File: config.mk
export PLATFORM = sky130hd
export DESIGN_NAME = washer_top
export DESIGN_NICKNAME = d
export VERILOG_FILES = /design/src/common/washer_pkg.sv /design/src/washer_top.sv /design/src/display_scan.sv /design/src/process/cycle_timer.sv /design/src/process/process_fsm.sv /design/src/program_settings.sv /design/src/key_conditioner.sv
export SDC_FILE = /design/constraint.sdc
export NUM_CORES = 1
export LEC_CHECK = 0
export ABC_AREA = 0
export BUFFER_PORTS_ARGS = -buffer_cell sky130_fd_sc_hd__buf_2
export CAP_MARGIN = 5
export CORE_ASPECT_RATIO = 1.4
export CORE_MARGIN = 4
export CORE_UTILIZATION = 58
export DETAILED_ROUTE_END_ITERATION = 12
export GPL_TIMING_DRIVEN = 0
export PLACE_DENSITY = 0.73
export SKIP_LAST_GASP = 1
export SYNTH_ARGS = -nofsm -noshare
export SYNTH_HDL_FRONTEND = slang
export SYNTH_SLANG_ARGS = --single-unit
File: constraint.sdc
create_clock -name clk -period 19.7 [get_ports clk]
set_input_delay 3.94 -clock clk [delete_from_list [all_inputs] [get_ports clk]]
set_output_delay 3.94 -clock clk [all_outputs]
set_load 0.01 [all_outputs]
File: src/common/washer_pkg.sv
package washer_pkg;

    ////////////////////////////////////////////////////////////////////////////
    // Limits
    localparam int MAX_MINUTES  = 99;
    localparam int SECS_PER_MIN = 60;
    localparam int NUM_DIGITS   = 4;
    localparam int LEVEL_MIN    = 1;
    localparam int LEVEL_MAX    = 3;

    ////////////////////////////////////////////////////////////////////////////
    // Vector types
    typedef logic [6:0]  minutes_t;
    typedef logic [12:0] seconds_t;    // up to 99 min of seconds
    typedef logic [1:0]  level_t;
    typedef logic [3:0]  digit_t;
    typedef logic [7:0]  segments_t;   // active low, dp in bit 7

    localparam digit_t DIGIT_BLANK = 4'd15;

    // Raw push buttons
    typedef struct packed {
        logic up;
        logic down;
        logic left;
        logic right;
        logic mid;
    } buttons_t;

    // One-cycle pulses out of the input conditioner
    typedef struct packed {
        logic       up;
        logic       down;
        logic       left;
        logic       right;
        logic       mid;
        logic       door_open;
        logic       door_close;
        logic [2:0] preset;     // standard, quick, heavy
    } key_events_t;

    typedef struct packed {
        minutes_t wash_min;
        minutes_t dry_min;
        level_t   water;
        level_t   temp;
    } program_t;

    typedef enum logic [1:0] {ITEM_WASH, ITEM_DRY, ITEM_WATER, ITEM_TEMP} item_e;

    typedef enum logic [2:0] {
        PH_IDLE,
        PH_WASH,
        PH_WASH_PAUSE,
        PH_DRY,
        PH_DRY_PAUSE
    } phase_e;

    localparam program_t PRESET_STANDARD = '{wash_min: 7'd30, dry_min: 7'd30,
                                             water: 2'd1, temp: 2'd1};
    localparam program_t PRESET_QUICK    = '{wash_min: 7'd15, dry_min: 7'd15,
                                             water: 2'd2, temp: 2'd2};
    localparam program_t PRESET_HEAVY    = '{wash_min: 7'd60, dry_min: 7'd60,
                                             water: 2'd3, temp: 2'd3};

endpackage
File: src/washer_top.sv
`timescale 1ns/1ps

module washer_top import washer_pkg::*; #(
    parameter int CLK_PER_SEC     = 100000000,
    parameter int DEBOUNCE_CYCLES = 1000000
) (
    input  logic       clk,
    input  logic       rst_n,
    input  buttons_t   buttons,
    input  logic       door,
    input  logic [2:0] preset_sw,
    output logic [3:0] ssd_ctrl,
    output segments_t  ssd_out,
    output logic [2:0] led_water,
    output logic [2:0] led_temp,
    output logic [2:0] led_mode,
    output logic [1:0] led_state
);

    key_events_t events;
    logic        door_closed;
    program_t    prog;
    item_e       item;
    phase_e      phase;
    logic        timer_load;
    minutes_t    load_min;
    logic        timer_run;
    seconds_t    remaining;
    logic        expired;

    key_conditioner #(.DEBOUNCE_CYCLES(DEBOUNCE_CYCLES)) i_key_conditioner (
        .clk(clk), .rst_n(rst_n), .buttons(buttons), .door(door),
        .preset_sw(preset_sw), .events(events), .door_closed(door_closed));

    program_settings i_program_settings (
        .clk(clk), .rst_n(rst_n), .events(events), .phase(phase),
        .prog(prog), .item(item), .led_water(led_water),
        .led_temp(led_temp), .led_mode(led_mode));

    process_fsm i_process_fsm (
        .clk(clk), .rst_n(rst_n), .events(events), .door_closed(door_closed),
        .prog(prog), .expired(expired), .phase(phase),
        .timer_load(timer_load), .load_min(load_min), .timer_run(timer_run),
        .led_state(led_state));

    cycle_timer #(.CLK_PER_SEC(CLK_PER_SEC)) i_cycle_timer (
        .clk(clk), .rst_n(rst_n), .timer_load(timer_load), .load_min(load_min),
        .timer_run(timer_run), .remaining(remaining), .expired(expired));

    display_scan i_display_scan (
        .clk(clk), .rst_n(rst_n), .phase(phase), .item(item),
        .prog(prog), .remaining(remaining),
        .ssd_ctrl(ssd_ctrl), .ssd_out(ssd_out));

endmodule

File: src/display_scan.sv
`timescale 1ns/1ps

module display_scan import washer_pkg::*; (
    input  logic       clk,
    input  logic       rst_n,
    input  phase_e     phase,
    input  item_e      item,
    input  program_t   prog,
    input  seconds_t   remaining,
    output logic [3:0] ssd_ctrl,      // active low
    output segments_t  ssd_out
);

    localparam int SCAN_W = $clog2(NUM_DIGITS);

    logic [SCAN_W-1:0] refresh;
    logic [SCAN_W-1:0] scan;
    digit_t            digits [NUM_DIGITS];
    minutes_t          value;         // setting under edit, 0..99
    minutes_t          run_min;
    logic [5:0]        run_sec;
    logic              dp_on;

    function automatic segments_t seg_lut(digit_t d);
        segments_t s;
        case (d)      // dp off, gfedcba active low
            4'd0:    s = 8'hC0;
            4'd1:    s = 8'hF9;
            4'd2:    s = 8'hA4;
            4'd3:    s = 8'hB0;
            4'd4:    s = 8'h99;
            4'd5:    s = 8'h92;
            4'd6:    s = 8'h82;
            4'd7:    s = 8'hF8;
            4'd8:    s = 8'h80;
            4'd9:    s = 8'h90;
            default: s = 8'hFF;
        endcase
        return s;
    endfunction

    always_comb
    begin
        case (item)
            ITEM_WASH:  value = prog.wash_min;
            ITEM_DRY:   value = prog.dry_min;
            ITEM_WATER: value = minutes_t'(prog.water);
            default:    value = minutes_t'(prog.temp);
        endcase
    end

    assign run_min = minutes_t'(remaining / SECS_PER_MIN);
    assign run_sec = 6'(remaining % SECS_PER_MIN);
    assign dp_on   = (phase != PH_IDLE);

    always_comb
    begin
        if (phase == PH_IDLE)
        begin
            digits[3] = digit_t'(item) + 4'd1;
            digits[2] = DIGIT_BLANK;
            digits[1] = digit_t'(value / 10);
            digits[0] = digit_t'(value % 10);
        end
        else
        begin
            digits[3] = digit_t'(run_min / 10);
            digits[2] = digit_t'(run_min % 10);
            digits[1] = digit_t'(run_sec / 10);
            digits[0] = digit_t'(run_sec % 10);
        end
    end

    ////////////////////////////////////////////////////////////////////////////
    // Digit scan
    always_ff @(posedge clk)
    begin
        if (!rst_n)
        begin
            refresh <= '0;
            scan    <= '0;
        end
        else
        begin
            refresh <= refresh + 1'b1;
            if (refresh == SCAN_W'(NUM_DIGITS - 1))
                scan <= scan + 1'b1;
        end
    end

    assign ssd_ctrl = ~(4'b0001 << scan);

    always_comb
    begin
        ssd_out = seg_lut(digits[scan]);
        if (dp_on && scan == SCAN_W'(2))
            ssd_out[7] = 1'b0;        // Minutes/seconds separator
    end

endmodule

File: src/process/cycle_timer.sv
`timescale 1ns/1ps

module cycle_timer import washer_pkg::*; #(
    parameter int CLK_PER_SEC = 100000000
) (
    input  logic     clk,
    input  logic     rst_n,
    input  logic     timer_load,
    input  minutes_t load_min,
    input  logic     timer_run,
    output seconds_t remaining,
    output logic     expired
);

    localparam int PRE_W = $clog2(CLK_PER_SEC + 1);

    logic [PRE_W-1:0] prescale;
    logic             sec_tick;

    ////////////////////////////////////////////////////////////////////////////
    // Seconds prescaler, holds its count while paused
    assign sec_tick = timer_run && (prescale == PRE_W'(CLK_PER_SEC - 1));

    always_ff @(posedge clk)
    begin
        if (!rst_n)
            prescale <= '0;
        else if (timer_load)
            prescale <= '0;                     // Full first second
        else if (timer_run)
        begin
            if (sec_tick)
                prescale <= '0;
            else
                prescale <= prescale + 1'b1;
        end
    end

    ////////////////////////////////////////////////////////////////////////////
    // Remaining time
    always_ff @(posedge clk)
    begin
        if (!rst_n)
            remaining <= '0;
        else if (timer_load)
            remaining <= seconds_t'(load_min * SECS_PER_MIN);
        else if (sec_tick && !expired)
            remaining <= remaining - 1'b1;      // Stops at zero
    end

    assign expired = (remaining == '0);

    assert property (@(posedge clk) disable iff (!rst_n)
        remaining <= MAX_MINUTES * SECS_PER_MIN);

endmodule

File: src/process/process_fsm.sv
`timescale 1ns/1ps

module process_fsm import washer_pkg::*; (
    input  logic        clk,
    input  logic        rst_n,
    input  key_events_t events,
    input  logic        door_closed,
    input  program_t    prog,
    input  logic        expired,
    output phase_e      phase,
    output logic        timer_load,
    output minutes_t    load_min,
    output logic        timer_run,
    output logic [1:0]  led_state
);

    phase_e phase_next;
    logic   load_wash;
    logic   load_dry;
    logic   running;
    logic   pause_req;
    logic   resume_req;
    logic   done;

    assign running    = (phase == PH_WASH) || (phase == PH_DRY);
    assign pause_req  = events.mid || events.door_open;
    assign resume_req = events.mid && door_closed;
    assign done       = expired && !timer_load;     // Old count is stale during load

    always_comb
    begin
        phase_next = phase;
        load_wash  = 1'b0;
        load_dry   = 1'b0;
        case (phase)
            PH_IDLE:
                if (resume_req)
                begin
                    phase_next = PH_WASH;
                    load_wash  = 1'b1;
                end
            PH_WASH:
                if (pause_req)
                    phase_next = PH_WASH_PAUSE;
                else if (done)
                begin
                    phase_next = PH_DRY;
                    load_dry   = 1'b1;
                end
            PH_WASH_PAUSE: if (resume_req) phase_next = PH_WASH;
            PH_DRY:
                if (pause_req)
                    phase_next = PH_DRY_PAUSE;
                else if (done)
                    phase_next = PH_IDLE;
            PH_DRY_PAUSE:  if (resume_req) phase_next = PH_DRY;
            default:       phase_next = PH_IDLE;
        endcase
    end

    always_ff @(posedge clk)
    begin
        if (!rst_n)
        begin
            phase      <= PH_IDLE;
            timer_load <= 1'b0;
        end
        else
        begin
            phase      <= phase_next;
            timer_load <= load_wash || load_dry;
        end
    end

    always_ff @(posedge clk)
    begin
        if (load_wash || load_dry)
            load_min <= load_wash ? prog.wash_min : prog.dry_min;
    end

    assign timer_run = running && !timer_load;

    assign led_state[1] = (phase == PH_WASH) || (phase == PH_WASH_PAUSE);
    assign led_state[0] = (phase == PH_DRY) || (phase == PH_DRY_PAUSE);

    // Opening the door stops a run on the next edge
    assert property (@(posedge clk) disable iff (!rst_n)
        (running && !door_closed) |=> !running);

endmodule

File: src/program_settings.sv
`timescale 1ns/1ps

module program_settings import washer_pkg::*; (
    input  logic        clk,
    input  logic        rst_n,
    input  key_events_t events,
    input  phase_e      phase,
    output program_t    prog,
    output item_e       item,
    output logic [2:0]  led_water,
    output logic [2:0]  led_temp,
    output logic [2:0]  led_mode
);

    function automatic minutes_t step_min(minutes_t m, logic inc);
        minutes_t r;
        r = m;
        if (inc && m != MAX_MINUTES)
            r = m + 1'b1;
        else if (!inc && m != 0)
            r = m - 1'b1;
        return r;
    endfunction

    function automatic level_t step_level(level_t l, logic inc);
        level_t r;
        r = l;
        if (inc && l != LEVEL_MAX)
            r = l + 1'b1;
        else if (!inc && l != LEVEL_MIN)
            r = l - 1'b1;
        return r;
    endfunction

    function automatic logic [2:0] level_led(level_t l);
        logic [2:0] led;
        case (l)
            2'd1:    led = 3'b001;
            2'd2:    led = 3'b010;
            2'd3:    led = 3'b100;
            default: led = 3'b000;
        endcase
        return led;
    endfunction

    ////////////////////////////////////////////////////////////////////////////
    // Editing, locked once a run has started
    always_ff @(posedge clk)
    begin
        if (!rst_n)
        begin
            prog <= PRESET_STANDARD;
            item <= ITEM_WASH;
        end
        else if (phase == PH_IDLE)
        begin
            if (events.preset[0])
                prog <= PRESET_STANDARD;
            else if (events.preset[1])
                prog <= PRESET_QUICK;
            else if (events.preset[2])
                prog <= PRESET_HEAVY;
            else if (events.right || events.left)
            begin
                case (item)   // right raises, left lowers
                    ITEM_WASH:  prog.wash_min <= step_min(prog.wash_min, events.right);
                    ITEM_DRY:   prog.dry_min  <= step_min(prog.dry_min, events.right);
                    ITEM_WATER: prog.water    <= step_level(prog.water, events.right);
                    default:    prog.temp     <= step_level(prog.temp, events.right);
                endcase
            end

            if (events.up)
                item <= item_e'(item + 2'd1);             // Wraps 4 -> 1
            else if (events.down)
                item <= item_e'(item - 2'd1);
        end
    end

    assign led_water = level_led(prog.water);
    assign led_temp  = level_led(prog.temp);

    assign led_mode[0] = (prog == PRESET_STANDARD);
    assign led_mode[1] = (prog == PRESET_QUICK);
    assign led_mode[2] = (prog == PRESET_HEAVY);

    assert property (@(posedge clk) disable iff (!rst_n)
        prog.water inside {[LEVEL_MIN:LEVEL_MAX]} &&
        prog.temp inside {[LEVEL_MIN:LEVEL_MAX]});

endmodule

File: src/key_conditioner.sv
`timescale 1ns/1ps

module key_conditioner import washer_pkg::*; #(
    parameter int DEBOUNCE_CYCLES = 1000000
) (
    input  logic        clk,
    input  logic        rst_n,
    input  buttons_t    buttons,
    input  logic        door,         // high while open
    input  logic [2:0]  preset_sw,
    output key_events_t events,
    output logic        door_closed
);

    localparam int NUM_DEB = 6;
    localparam int CNT_W   = $clog2(DEBOUNCE_CYCLES + 1);

    logic [NUM_DEB-1:0] raw_q;        // {door, up, down, left, right, mid}
    logic [NUM_DEB-1:0] stable;
    logic [NUM_DEB-1:0] stable_q;
    logic [CNT_W-1:0]   cnt [NUM_DEB];
    logic [2:0]         sw_q;
    logic [2:0]         sw_prev;
    logic [NUM_DEB-1:0] rise;
    logic               door_fall;

    ////////////////////////////////////////////////////////////////////////////
    // Input sampling and debounce
    always_ff @(posedge clk)
    begin
        if (!rst_n)
        begin
            raw_q    <= '0;
            stable   <= '0;
            stable_q <= '0;
            sw_q     <= '0;
            sw_prev  <= '0;
            for (int i = 0; i < NUM_DEB; i++)
                cnt[i] <= '0;
        end
        else
        begin
            raw_q    <= {door, buttons};
            stable_q <= stable;
            sw_q     <= preset_sw;
            sw_prev  <= sw_q;
            for (int i = 0; i < NUM_DEB; i++)
            begin
                if (raw_q[i] == stable[i])
                    cnt[i] <= '0;                         // Bounce restarts the count
                else if (cnt[i] == CNT_W'(DEBOUNCE_CYCLES - 1))
                begin
                    stable[i] <= raw_q[i];
                    cnt[i]    <= '0;
                end
                else
                    cnt[i] <= cnt[i] + 1'b1;
            end
        end
    end

    assign rise      = stable & ~stable_q;
    assign door_fall = ~stable[5] & stable_q[5];

    // Door level registered so it lines up with the door pulses
    always_ff @(posedge clk)
    begin
        if (!rst_n)
        begin
            events      <= '0;
            door_closed <= 1'b1;
        end
        else
        begin
            events <= '{up: rise[4], down: rise[3], left: rise[2], right: rise[1],
                        mid: rise[0], door_open: rise[5], door_close: door_fall,
                        preset: sw_q & ~sw_prev};
            door_closed <= ~stable[5];
        end
    end

    // No event pulse stays high into a second cycle
    assert property (@(posedge clk) disable iff (!rst_n)
        (events & $past(events)) == '0);

endmodule

==> run_summary.xml, run 1 <==
<?xml version="1.0" encoding="UTF-8"?>
<metrics>
  <group name="run_status">
    <metric name="status" unit="">completed</metric>
  </group>
  <group name="timing">
    <metric name="totalNegativeSetupSlack" unit="ps">0</metric>
    <metric name="layout_worst_path_cycle_share" unit="%">65.29</metric>
    <metric name="grt_setup_unrepaired" unit="">false</metric>
    <metric name="final.setup_skew" unit="ps">19.52</metric>
    <metric name="min_period" unit="ps">12860</metric>
    <metric name="final_hold_vio_count" unit="">0</metric>
    <metric name="max_freq" unit="MHz">77.74</metric>
    <metric name="worst_pin_slew" unit="ps">1011</metric>
    <metric name="slew_viol_final" unit="">0</metric>
    <metric name="finalSetupViolations" unit="">0</metric>
    <metric name="max_slew_margin" unit="%">31.92</metric>
  </group>
  <group name="power">
    <metric name="power.ir.vdd_worst" unit="uV">70.96</metric>
    <metric name="clockPowerShare" unit="%">41.1</metric>
    <metric name="combinationalPowerShare" unit="%">9.5</metric>
    <metric name="powerDensity" unit="mW/mm^2">63.94</metric>
    <metric name="power.static_leakage" unit="nW">6.642</metric>
    <metric name="internal_power" unit="W">0.0008263</metric>
    <metric name="power_switching_share" unit="%">23.61</metric>
    <metric name="power.switching" unit="W">0.0002555</metric>
    <metric name="power.share.sequential" unit="%">49.4</metric>
  </group>
  <group name="place">
    <metric name="place.detailed.hpwl" unit="mm">24.62</metric>
    <metric name="placed_cells" unit="">2166</metric>
    <metric name="placement.cell_area" unit="mm^2">0.01615</metric>
    <metric name="place.gp.congestion" unit="">0.9318</metric>
    <metric name="port_buffers" unit="">33</metric>
  </group>
  <group name="critical_path">
    <metric name="timing.critical_path.arrival" unit="ps">8920</metric>
    <metric name="worst_path_largest_cell_delay" unit="ps">670</metric>
    <metric name="critical_path_capture_point_type" unit="">primary output</metric>
    <metric name="worst-setup-path-type" unit="">reg -&gt; out</metric>
    <metric name="timing.critical_path.slowest_stage_cell" unit="">sky130_fd_sc_hd__a21oi_1</metric>
    <metric name="maximum_fanout_count_along_the_critical_path" unit="">10</metric>
    <metric name="critPathLaunch" unit="">i_cycle_timer.remaining[9]</metric>
    <metric name="worstReg2RegStart" unit="">i_process_fsm.phase[0]</metric>
    <metric name="critical_path.startpoint_type" unit="">flip-flop</metric>
    <metric name="critical_path_required" unit="ps">15760</metric>
  </group>
  <group name="floorplan">
    <metric name="initial_utilization" unit="%">59.25</metric>
    <metric name="num_io_pins" unit="">34</metric>
    <metric name="fp.dieH" unit="um">199.2</metric>
    <metric name="floorplan.die.width" unit="um">144.6</metric>
    <metric name="num_rows" unit="">69</metric>
    <metric name="core_area" unit="mm^2">0.02555</metric>
    <metric name="dieArea" unit="mm^2">0.02879</metric>
  </group>
  <group name="synth">
    <metric name="yosysTopAreaCellShare" unit="%">25.19</metric>
    <metric name="postSynthRegisterBits" unit="">229</metric>
    <metric name="synth_enable_flop_cells" unit="">127</metric>
    <metric name="synth.yosys.warnings" unit="">0</metric>
    <metric name="postSynth.asyncResetShare" unit="%">0</metric>
    <metric name="yosys.cell_count.top_type" unit="">sky130_fd_sc_hd__nor2_1</metric>
    <metric name="postSynthCellCount" unit="">1695</metric>
    <metric name="syn-mean-instance-area" unit="um^2">8.933</metric>
    <metric name="yosys_most_used_dff" unit="">sky130_fd_sc_hd__edfxtp_1</metric>
    <metric name="netlist_top_cells_count" unit="">sky130_fd_sc_hd__nor2_1 (257), sky130_fd_sc_hd__edfxtp_1 (127), sky130_fd_sc_hd__nand2_1 (120)</metric>
    <metric name="netlist-cell-type-count" unit="">94</metric>
    <metric name="synth_seq_area_share" unit="%">38.67</metric>
    <metric name="yosysTopAreaCell" unit="">sky130_fd_sc_hd__edfxtp_1</metric>
    <metric name="netlist_top_cells_area" unit="">sky130_fd_sc_hd__edfxtp_1 (25%), sky130_fd_sc_hd__dfxtp_1 (13%), sky130_fd_sc_hd__nor2_1 (6.4%)</metric>
    <metric name="synth_area" unit="mm^2">0.01514</metric>
  </group>
  <group name="min_path">
    <metric name="holdCritStartpoint" unit="">i_key_conditioner.stable_q[5]</metric>
    <metric name="class_of_the_tightest_hold_or_removal_check" unit="">reg -&gt; reg</metric>
  </group>
  <group name="global_routing">
    <metric name="globalRouteOverflowTotal" unit="">0</metric>
    <metric name="met1_routing_resource_usage_after_global_routing" unit="%">29.26</metric>
    <metric name="top_usage_layer" unit="">met2</metric>
    <metric name="grt.met2_usage" unit="%">41.68</metric>
    <metric name="grt_max_degree" unit="">15</metric>
    <metric name="track_usage" unit="%">23.22</metric>
    <metric name="grt_pass1_vias" unit="">12150</metric>
    <metric name="grt.met3_usage" unit="%">2.801</metric>
    <metric name="grt_antenna_before_repair" unit="">0</metric>
    <metric name="wire_length_of_the_first_global_routing_pass" unit="mm">56.26</metric>
  </group>
  <group name="route">
    <metric name="drt-wirelength-per-cell" unit="um">14.89</metric>
    <metric name="detailroute.via_count" unit="">12580</metric>
    <metric name="drt-vias-per-instance" unit="">5.696</metric>
    <metric name="detail_route.drc_violations" unit="">0</metric>
    <metric name="first_pass_iters" unit="">5</metric>
    <metric name="wirelength" unit="mm">32.88</metric>
    <metric name="drt_iter0_markers" unit="">783</metric>
    <metric name="ant_nets" unit="">0</metric>
  </group>
  <group name="clock_network">
    <metric name="clock-root-buffer" unit="">sky130_fd_sc_hd__clkbuf_16</metric>
    <metric name="tritoncts_clock_tree" unit="">yes</metric>
    <metric name="clock_tree.buffer_depth" unit="">3</metric>
    <metric name="path_clk_slew" unit="ps">60</metric>
    <metric name="numCtsBuffers" unit="">23</metric>
    <metric name="clk_latency" unit="ps">520</metric>
    <metric name="post_cts.resized_instances" unit="">0</metric>
    <metric name="hold_buffers" unit="">0</metric>
    <metric name="post-cts-setup-buffers" unit="">0</metric>
    <metric name="numClockSinks" unit="">229</metric>
    <metric name="h-tree-depth" unit="">1</metric>
  </group>
  <group name="final_layout">
    <metric name="antenna-diode-count" unit="">0</metric>
    <metric name="multi_input_comb_area" unit="mm^2">0.009143</metric>
    <metric name="final-instance-count-excl-fill" unit="">2208</metric>
    <metric name="area.sequential" unit="mm^2">0.005856</metric>
    <metric name="areaGrowthSynthToFinish" unit="%">11.75</metric>
    <metric name="num-nets-final" unit="">1960</metric>
    <metric name="final_design_area_no_fill" unit="mm^2">0.01692</metric>
    <metric name="fill_cells" unit="">2214</metric>
    <metric name="drive_gt1_share" unit="%">6.829</metric>
  </group>
  <group name="flow_run">
    <metric name="cap_viol_max_count" unit="">0</metric>
  </group>
</metrics>
-- worst paths after layout --
path                            slack (ps)  cells after the start                          end
worst min register to register         380                      1  i_key_conditioner.events[4]
worst max-delay path                  6840                     34                   ssd_out[0]
worst max register to register       15920                     11   i_cycle_timer.remaining[9]
worst min-delay path                   380                      1  i_key_conditioner.events[4]
-- cells by family (layout without fill, tap and decap cells) --
logic type               after synthesis  in the layout  share of synthesized area, %
buffers and inverters                144            219                         3.892
XOR/XNOR                             167            167                         9.834
adder cells (fa/ha/maj)               77             77                         7.008
flip-flops                           229            229                         38.67
other                                  1            120                       0.02477
multiplexers                          28             28                         2.049
AO/OA/AOI/OAI                        322            322                         14.99
AND/OR/NAND/NOR                      727            727                         23.53
-- sequential cells by signal (all words and copies together) (netlist names) --
register / flops
i_cycle_timer.prescale: 27
i_key_conditioner.events: 9
i_program_settings.prog: 18
i_key_conditioner.sw_prev: 3
i_process_fsm.timer_load: 1
i_key_conditioner.sw_q: 3
i_process_fsm.load_min: 7
i_key_conditioner.raw_q: 6
i_cycle_timer.remaining: 13
i_process_fsm.phase: 3
i_program_settings.item: 2
i_key_conditioner.door_closed: 1
i_display_scan.scan: 2
i_display_scan.refresh: 2
i_key_conditioner.stable: 6
i_key_conditioner.cnt: 120
i_key_conditioner.stable_q: 6
-- placed cells by master (no fill, tap or decap), types with 14 or more instances in the layout --
cell and count:
sky130_fd_sc_hd__nor2_1 257, sky130_fd_sc_hd__edfxtp_1 127, sky130_fd_sc_hd__nand2_1 120, sky130_fd_sc_hd__conb_1 120, sky130_fd_sc_hd__dfxtp_1 102, sky130_fd_sc_hd__xnor2_1 86, sky130_fd_sc_hd__xor2_1 79, sky130_fd_sc_hd__nand3_1 78
sky130_fd_sc_hd__inv_1 74, sky130_fd_sc_hd__a21oi_1 68, sky130_fd_sc_hd__o21ai_0 66, sky130_fd_sc_hd__ha_1 64, sky130_fd_sc_hd__clkbuf_1 57, sky130_fd_sc_hd__nor3_1 42, sky130_fd_sc_hd__buf_2 41, sky130_fd_sc_hd__and3_1 38
sky130_fd_sc_hd__nand4_1 35, sky130_fd_sc_hd__nor2b_1 34, sky130_fd_sc_hd__and2_1 29, sky130_fd_sc_hd__a21o_1 26, sky130_fd_sc_hd__or3_1 23, sky130_fd_sc_hd__clkbuf_16 23, sky130_fd_sc_hd__mux2i_1 16, sky130_fd_sc_hd__nor4b_1 15
sky130_fd_sc_hd__o211ai_1 14
-- stage by stage --
step | setup WS [ps] | power, W | hold WS, ps | util [%]
6_report | 6837 | 0.001082 | 380.9 | 66.21
5_1_grt | 6184 | 0.001125 | 395.3 | 66.21
4_1_cts | 6887 | 0.001093 | 382.1 | 66.21
3_5_place_dp | 7494 | 0.0006460 | 373.5 | 63.21
3_3_place_gp | 7653 | 0.0006431 | 371.2 | 63.21
2_1_floorplan | 8617 | 0.0006143 | 367.4 | -
-- metal layers --
metal | wire [um] | vias up
met3 | 1425 | 67
met4 | 780 | 0
met5 | 0 | -
met1 | 14120 | 5979
met2 | 16560 | 253
li1 | - | 6277
-- cell type report --
type                            count  area share [%]
Multi-Input combinational cell   1441           54.03
Sequential cell                   229           34.61
Clock buffer                       36           4.045
Tap cell                          319           2.359
Buffer                             67           1.745
Inverter                           77           1.738
Timing Repair Buffer               33          0.9761
Clock inverter                      6          0.4955
-- power groups by stage --
stage	Sequential, W	Combinational [W]	Clock, W
after floorplan	0.000540	0.0000742	0
after global placement	0.000544	0.0000996	0
after detailed placement	0.000544	0.000102	0
after CTS	0.000534	0.000103	0.000457
after global routing	0.000536	0.000115	0.000474
final	0.000534	0.000103	0.000445
-- critical path: cells and delay by family, from the launching register on --
kind	cells	cell delay (ps)
buffers and inverters	7	910
multiplexers	1	270
adder cells (fa/ha/maj)	3	740
AND/OR/NAND/NOR	9	2270
flip-flops	1	300
AO/OA/AOI/OAI	14	3910
No activity file was read; power rests on OpenSTA's default activity.
==> run 2: changes to the inputs <==
--- a/config.mk
+++ b/config.mk
@@ -5,7 +5,7 @@
 export SDC_FILE = /design/constraint.sdc
 export NUM_CORES = 1
 export LEC_CHECK = 0
-export ABC_AREA = 0
+export ABC_AREA = 1
 export BUFFER_PORTS_ARGS = -buffer_cell sky130_fd_sc_hd__buf_2
 export CAP_MARGIN = 5
 export CORE_ASPECT_RATIO = 1.4
@@ -13,7 +13,7 @@
 export CORE_UTILIZATION = 58
 export DETAILED_ROUTE_END_ITERATION = 12
 export GPL_TIMING_DRIVEN = 0
-export PLACE_DENSITY = 0.73
+export PLACE_DENSITY = 0.76
 export SKIP_LAST_GASP = 1
 export SYNTH_ARGS = -nofsm -noshare
 export SYNTH_HDL_FRONTEND = slang
==> constraint.sdc (replaced) <==
create_clock -name clk -period 10.6 [get_ports clk]
set_input_delay 2.12 -clock clk [delete_from_list [all_inputs] [get_ports clk]]
set_output_delay 2.12 -clock clk [all_outputs]
set_load 0.01 [all_outputs]
==> run 2 against run 1 <==
Effect of this change: routed wire length fell by 2.2%; largest cell class unchanged; die area fell by 0.59%; clock skew rose by 4.9 ps; synthesized area fell by 0.62%; sequential power rose by 87%; global-route usage fell by 0.23 points; highest routed layer unchanged.
==> run_summary.xml, run 2 <==
<?xml version="1.0" encoding="UTF-8"?>
<metrics>
  <group name="final_layout">
    <metric name="areaGrowthSynthToFinish" unit="%">12.11</metric>
    <metric name="antenna-diode-count" unit="">0</metric>
    <metric name="area.sequential" unit="mm^2">0.005857</metric>
    <metric name="final_core_utilization" unit="%">66.23</metric>
    <metric name="num-nets-final" unit="">2257</metric>
    <metric name="final_cell_mix" unit="">sky130_fd_sc_hd__nand2_1 (375), sky130_fd_sc_hd__inv_1 (289), sky130_fd_sc_hd__nor2_1 (231), sky130_fd_sc_hd__nand3_1 (133), sky130_fd_sc_hd__edfxtp_1 (127)</metric>
    <metric name="largest_reg_flops" unit="">120</metric>
    <metric name="layout_commonest_cell" unit="">sky130_fd_sc_hd__nand2_1</metric>
    <metric name="top_regs" unit="">i_key_conditioner.cnt (120), i_cycle_timer.prescale (27), i_program_settings.prog (18)</metric>
    <metric name="fill_cells" unit="">2252</metric>
    <metric name="largest_register" unit="">i_key_conditioner.cnt</metric>
    <metric name="final-instance-count-excl-fill" unit="">2507</metric>
    <metric name="drive_gt1_share" unit="%">7.861</metric>
    <metric name="multi_input_comb_area" unit="mm^2">0.008381</metric>
  </group>
  <group name="critical_path">
    <metric name="cpMostUsedCell" unit="">sky130_fd_sc_hd__nand2_1</metric>
    <metric name="worst-setup-path-type" unit="">reg -&gt; out</metric>
    <metric name="critical_path_required" unit="ps">8480</metric>
    <metric name="reg2reg_slack" unit="ps">6710</metric>
    <metric name="maximum_fanout_count_along_the_critical_path" unit="">10</metric>
    <metric name="timing.critical_path.arrival" unit="ps">7570</metric>
    <metric name="regToRegEndpoint" unit="">i_cycle_timer.prescale[26]</metric>
    <metric name="worst_path_largest_cell_delay" unit="ps">300</metric>
    <metric name="timing.critical_path.slowest_stage_cell" unit="">sky130_fd_sc_hd__dfxtp_1</metric>
    <metric name="worstReg2RegStart" unit="">i_process_fsm.phase[0]</metric>
    <metric name="critical_path_capture_point_type" unit="">primary output</metric>
    <metric name="critical_path.startpoint_type" unit="">flip-flop</metric>
    <metric name="r2r_cells" unit="">21</metric>
  </group>
  <group name="clock_network">
    <metric name="clock-root-buffer" unit="">sky130_fd_sc_hd__clkbuf_16</metric>
    <metric name="hold_buffers" unit="">0</metric>
    <metric name="tritoncts_clock_tree" unit="">yes</metric>
    <metric name="h-tree-depth" unit="">1</metric>
    <metric name="clk_latency" unit="ps">540</metric>
    <metric name="numCtsBuffers" unit="">25</metric>
    <metric name="numClockSinks" unit="">229</metric>
    <metric name="clock_tree.buffer_depth" unit="">3</metric>
    <metric name="path_clk_slew" unit="ps">60</metric>
  </group>
  <group name="timing">
    <metric name="layout_worst_path_cycle_share" unit="%">91.43</metric>
    <metric name="totalNegativeSetupSlack" unit="ps">0</metric>
    <metric name="max_slew_margin" unit="%">47.97</metric>
    <metric name="worst_pin_slew" unit="ps">780.5</metric>
    <metric name="max_freq" unit="MHz">103.2</metric>
    <metric name="grt_setup_unrepaired" unit="">false</metric>
    <metric name="finalSetupViolations" unit="">0</metric>
    <metric name="min_period" unit="ps">9691</metric>
    <metric name="slew_viol_final" unit="">0</metric>
    <metric name="final_hold_vio_count" unit="">0</metric>
    <metric name="final.setup_skew" unit="ps">24.39</metric>
  </group>
  <group name="place">
    <metric name="placed_cells" unit="">2459</metric>
    <metric name="place.gp.congestion" unit="">0.9617</metric>
    <metric name="place.detailed.hpwl" unit="mm">24.70</metric>
    <metric name="port_buffers" unit="">33</metric>
  </group>
  <group name="route">
    <metric name="wirelength" unit="mm">32.16</metric>
    <metric name="drt_iter0_markers" unit="">746</metric>
    <metric name="drt-vias-per-instance" unit="">5.339</metric>
    <metric name="detail_route.drc_violations" unit="">0</metric>
    <metric name="drt-wirelength-per-cell" unit="um">12.83</metric>
    <metric name="ant_nets" unit="">0</metric>
    <metric name="first_pass_iters" unit="">5</metric>
    <metric name="detailroute.via_count" unit="">13380</metric>
  </group>
  <group name="synth">
    <metric name="yosysTopAreaCellShare" unit="%">25.35</metric>
    <metric name="yosys.cell_count.top_type" unit="">sky130_fd_sc_hd__nand2_1</metric>
    <metric name="netlist_top_cells_area" unit="">sky130_fd_sc_hd__edfxtp_1 (25%), sky130_fd_sc_hd__dfxtp_1 (14%), sky130_fd_sc_hd__nand2_1 (9.4%)</metric>
    <metric name="netlist-cell-type-count" unit="">54</metric>
    <metric name="syn-mean-instance-area" unit="um^2">7.569</metric>
    <metric name="postSynthCellCount" unit="">1988</metric>
    <metric name="synth_seq_area_share" unit="%">38.92</metric>
    <metric name="netlist_top_cells_count" unit="">sky130_fd_sc_hd__nand2_1 (377), sky130_fd_sc_hd__inv_1 (289), sky130_fd_sc_hd__nor2_1 (231)</metric>
    <metric name="yosys_most_used_dff" unit="">sky130_fd_sc_hd__edfxtp_1</metric>
    <metric name="synth_enable_flop_cells" unit="">127</metric>
    <metric name="synth_area" unit="mm^2">0.01505</metric>
    <metric name="postSynthRegisterBits" unit="">229</metric>
    <metric name="synth.yosys.warnings" unit="">0</metric>
    <metric name="yosysTopAreaCell" unit="">sky130_fd_sc_hd__edfxtp_1</metric>
    <metric name="postSynth.asyncResetShare" unit="%">0</metric>
  </group>
  <group name="global_routing">
    <metric name="met1_routing_resource_usage_after_global_routing" unit="%">27.40</metric>
    <metric name="globalRouteOverflowTotal" unit="">0</metric>
    <metric name="grt_pass1_vias" unit="">12850</metric>
    <metric name="grt.met3_usage" unit="%">2.333</metric>
    <metric name="grt_max_degree" unit="">15</metric>
    <metric name="grt.met2_usage" unit="%">42.85</metric>
    <metric name="top_usage_layer" unit="">met2</metric>
    <metric name="wire_length_of_the_first_global_routing_pass" unit="mm">55.66</metric>
    <metric name="track_usage" unit="%">22.99</metric>
    <metric name="grt_antenna_before_repair" unit="">0</metric>
  </group>
  <group name="floorplan">
    <metric name="dieArea" unit="mm^2">0.02862</metric>
    <metric name="num_io_pins" unit="">34</metric>
    <metric name="floorplan.die.width" unit="um">144.1</metric>
    <metric name="num_rows" unit="">69</metric>
    <metric name="fp.dieH" unit="um">198.6</metric>
    <metric name="initial_utilization" unit="%">59.08</metric>
    <metric name="core_area" unit="mm^2">0.02547</metric>
  </group>
  <group name="min_path">
    <metric name="holdCritStartpoint" unit="">i_key_conditioner.sw_prev[0]</metric>
    <metric name="worst_hold_path.num_cells" unit="">1</metric>
    <metric name="class_of_the_tightest_hold_or_removal_check" unit="">reg -&gt; reg</metric>
    <metric name="timing.hold.worst_endpoint" unit="">i_key_conditioner.events[0]</metric>
  </group>
  <group name="power">
    <metric name="power.static_leakage" unit="nW">7.593</metric>
    <metric name="power.ir.vdd_worst" unit="uV">134.6</metric>
    <metric name="power" unit="W">0.002073</metric>
    <metric name="powerDensity" unit="mW/mm^2">122.9</metric>
  </group>
  <group name="run_status">
    <metric name="status" unit="">completed</metric>
  </group>
  <group name="flow_run">
    <metric name="cap_viol_max_count" unit="">0</metric>
  </group>
</metrics>
run 2: changes by cell type in the layout (fill, tap and decap cells not counted), moves of 42 or more:
cell                      delta
sky130_fd_sc_hd__a21oi_1    +42
sky130_fd_sc_hd__inv_1     +215
sky130_fd_sc_hd__nand2_1   +255
sky130_fd_sc_hd__nand3_1    +55
sky130_fd_sc_hd__xnor2_1    -73
sky130_fd_sc_hd__xor2_1     -47
run 2: layer usage:
layer | up-vias | wire length [um]
li1 | 6906 | -
met1 | 6168 | 13500
met2 | 245 | 16420
met3 | 65 | 1362
met4 | 0 | 868
met5 | - | 0
run 2: layout make-up:
type	count	share of cell area (%)
clock inverter	7	0.3115
clock buffer	39	4.287
multi-input combinational	1542	49.68
tap	319	2.366
buffer	28	0.6824
timing repair buffer	35	1.068
sequential	229	34.72
inverter	308	6.883
run 2: critical path, delay by kind of cell, from the launching register on:
| family | cells | cell delay, ps |
|---|---|---|
| AND/OR/NAND/NOR | 43 | 4650 |
| buffers and inverters | 10 | 930 |
| flip-flops | 1 | 300 |
| AO/OA/AOI/OAI | 3 | 390 |
| adder cells (fa/ha/maj) | 3 | 730 |
run 2: kinds of logic (layout without fill, tap and decap cells):
logic type | after synthesis | in the layout | synth area share [%]
fa+ha+maj | 77 | 77 | 7.051
compound gates | 298 | 298 | 11.48
other cells | 1 | 120 | 0.02492
xor+xnor | 45 | 45 | 2.619
simple gates | 1002 | 1002 | 31.42
flops | 229 | 229 | 38.92
buf+inv | 336 | 417 | 8.482
run 2: how the worst max path moves through the flow:
stage	start	end	cells past startpoint
5_1_grt	i_cycle_timer.remaining[10]	ssd_out[0]	58
3_5_place_dp	i_cycle_timer.remaining[9]	ssd_out[3]	60
4_1_cts	i_cycle_timer.remaining[9]	ssd_out[3]	60
2_1_floorplan	i_cycle_timer.remaining[9]	ssd_out[3]	57
3_3_place_gp	i_cycle_timer.remaining[9]	ssd_out[0]	60
6_report	i_cycle_timer.remaining[10]	ssd_out[3]	59
run 2: report_power, final:
part	internal [W]	switching (W)	total, W
registers	0.000968	0.0000296	0.000998
logic	0.0000894	0.000166	0.000255
clock network	0.000472	0.000347	0.000820
run 2: stage by stage:
step           hold slack (ps)  cell area, um^2  setup slack (ps)
2_1_floorplan            368.0            15490              2386
3_3_place_gp             371.3            16060              1430
3_5_place_dp             377.7            16060              1328
4_1_cts                  386.3            16830             715.1
5_1_grt                  402.0            16870             17.68
6_report                 384.2            16870             908.9
run 2: repair_timing:
| action | in CTS | in global routing |
|---|---|---|
| setup buffers | 0 | 2 |
| endpoints found under the setup margin | 0 | 6 |
| gates resized for setup | 0 | 6 |
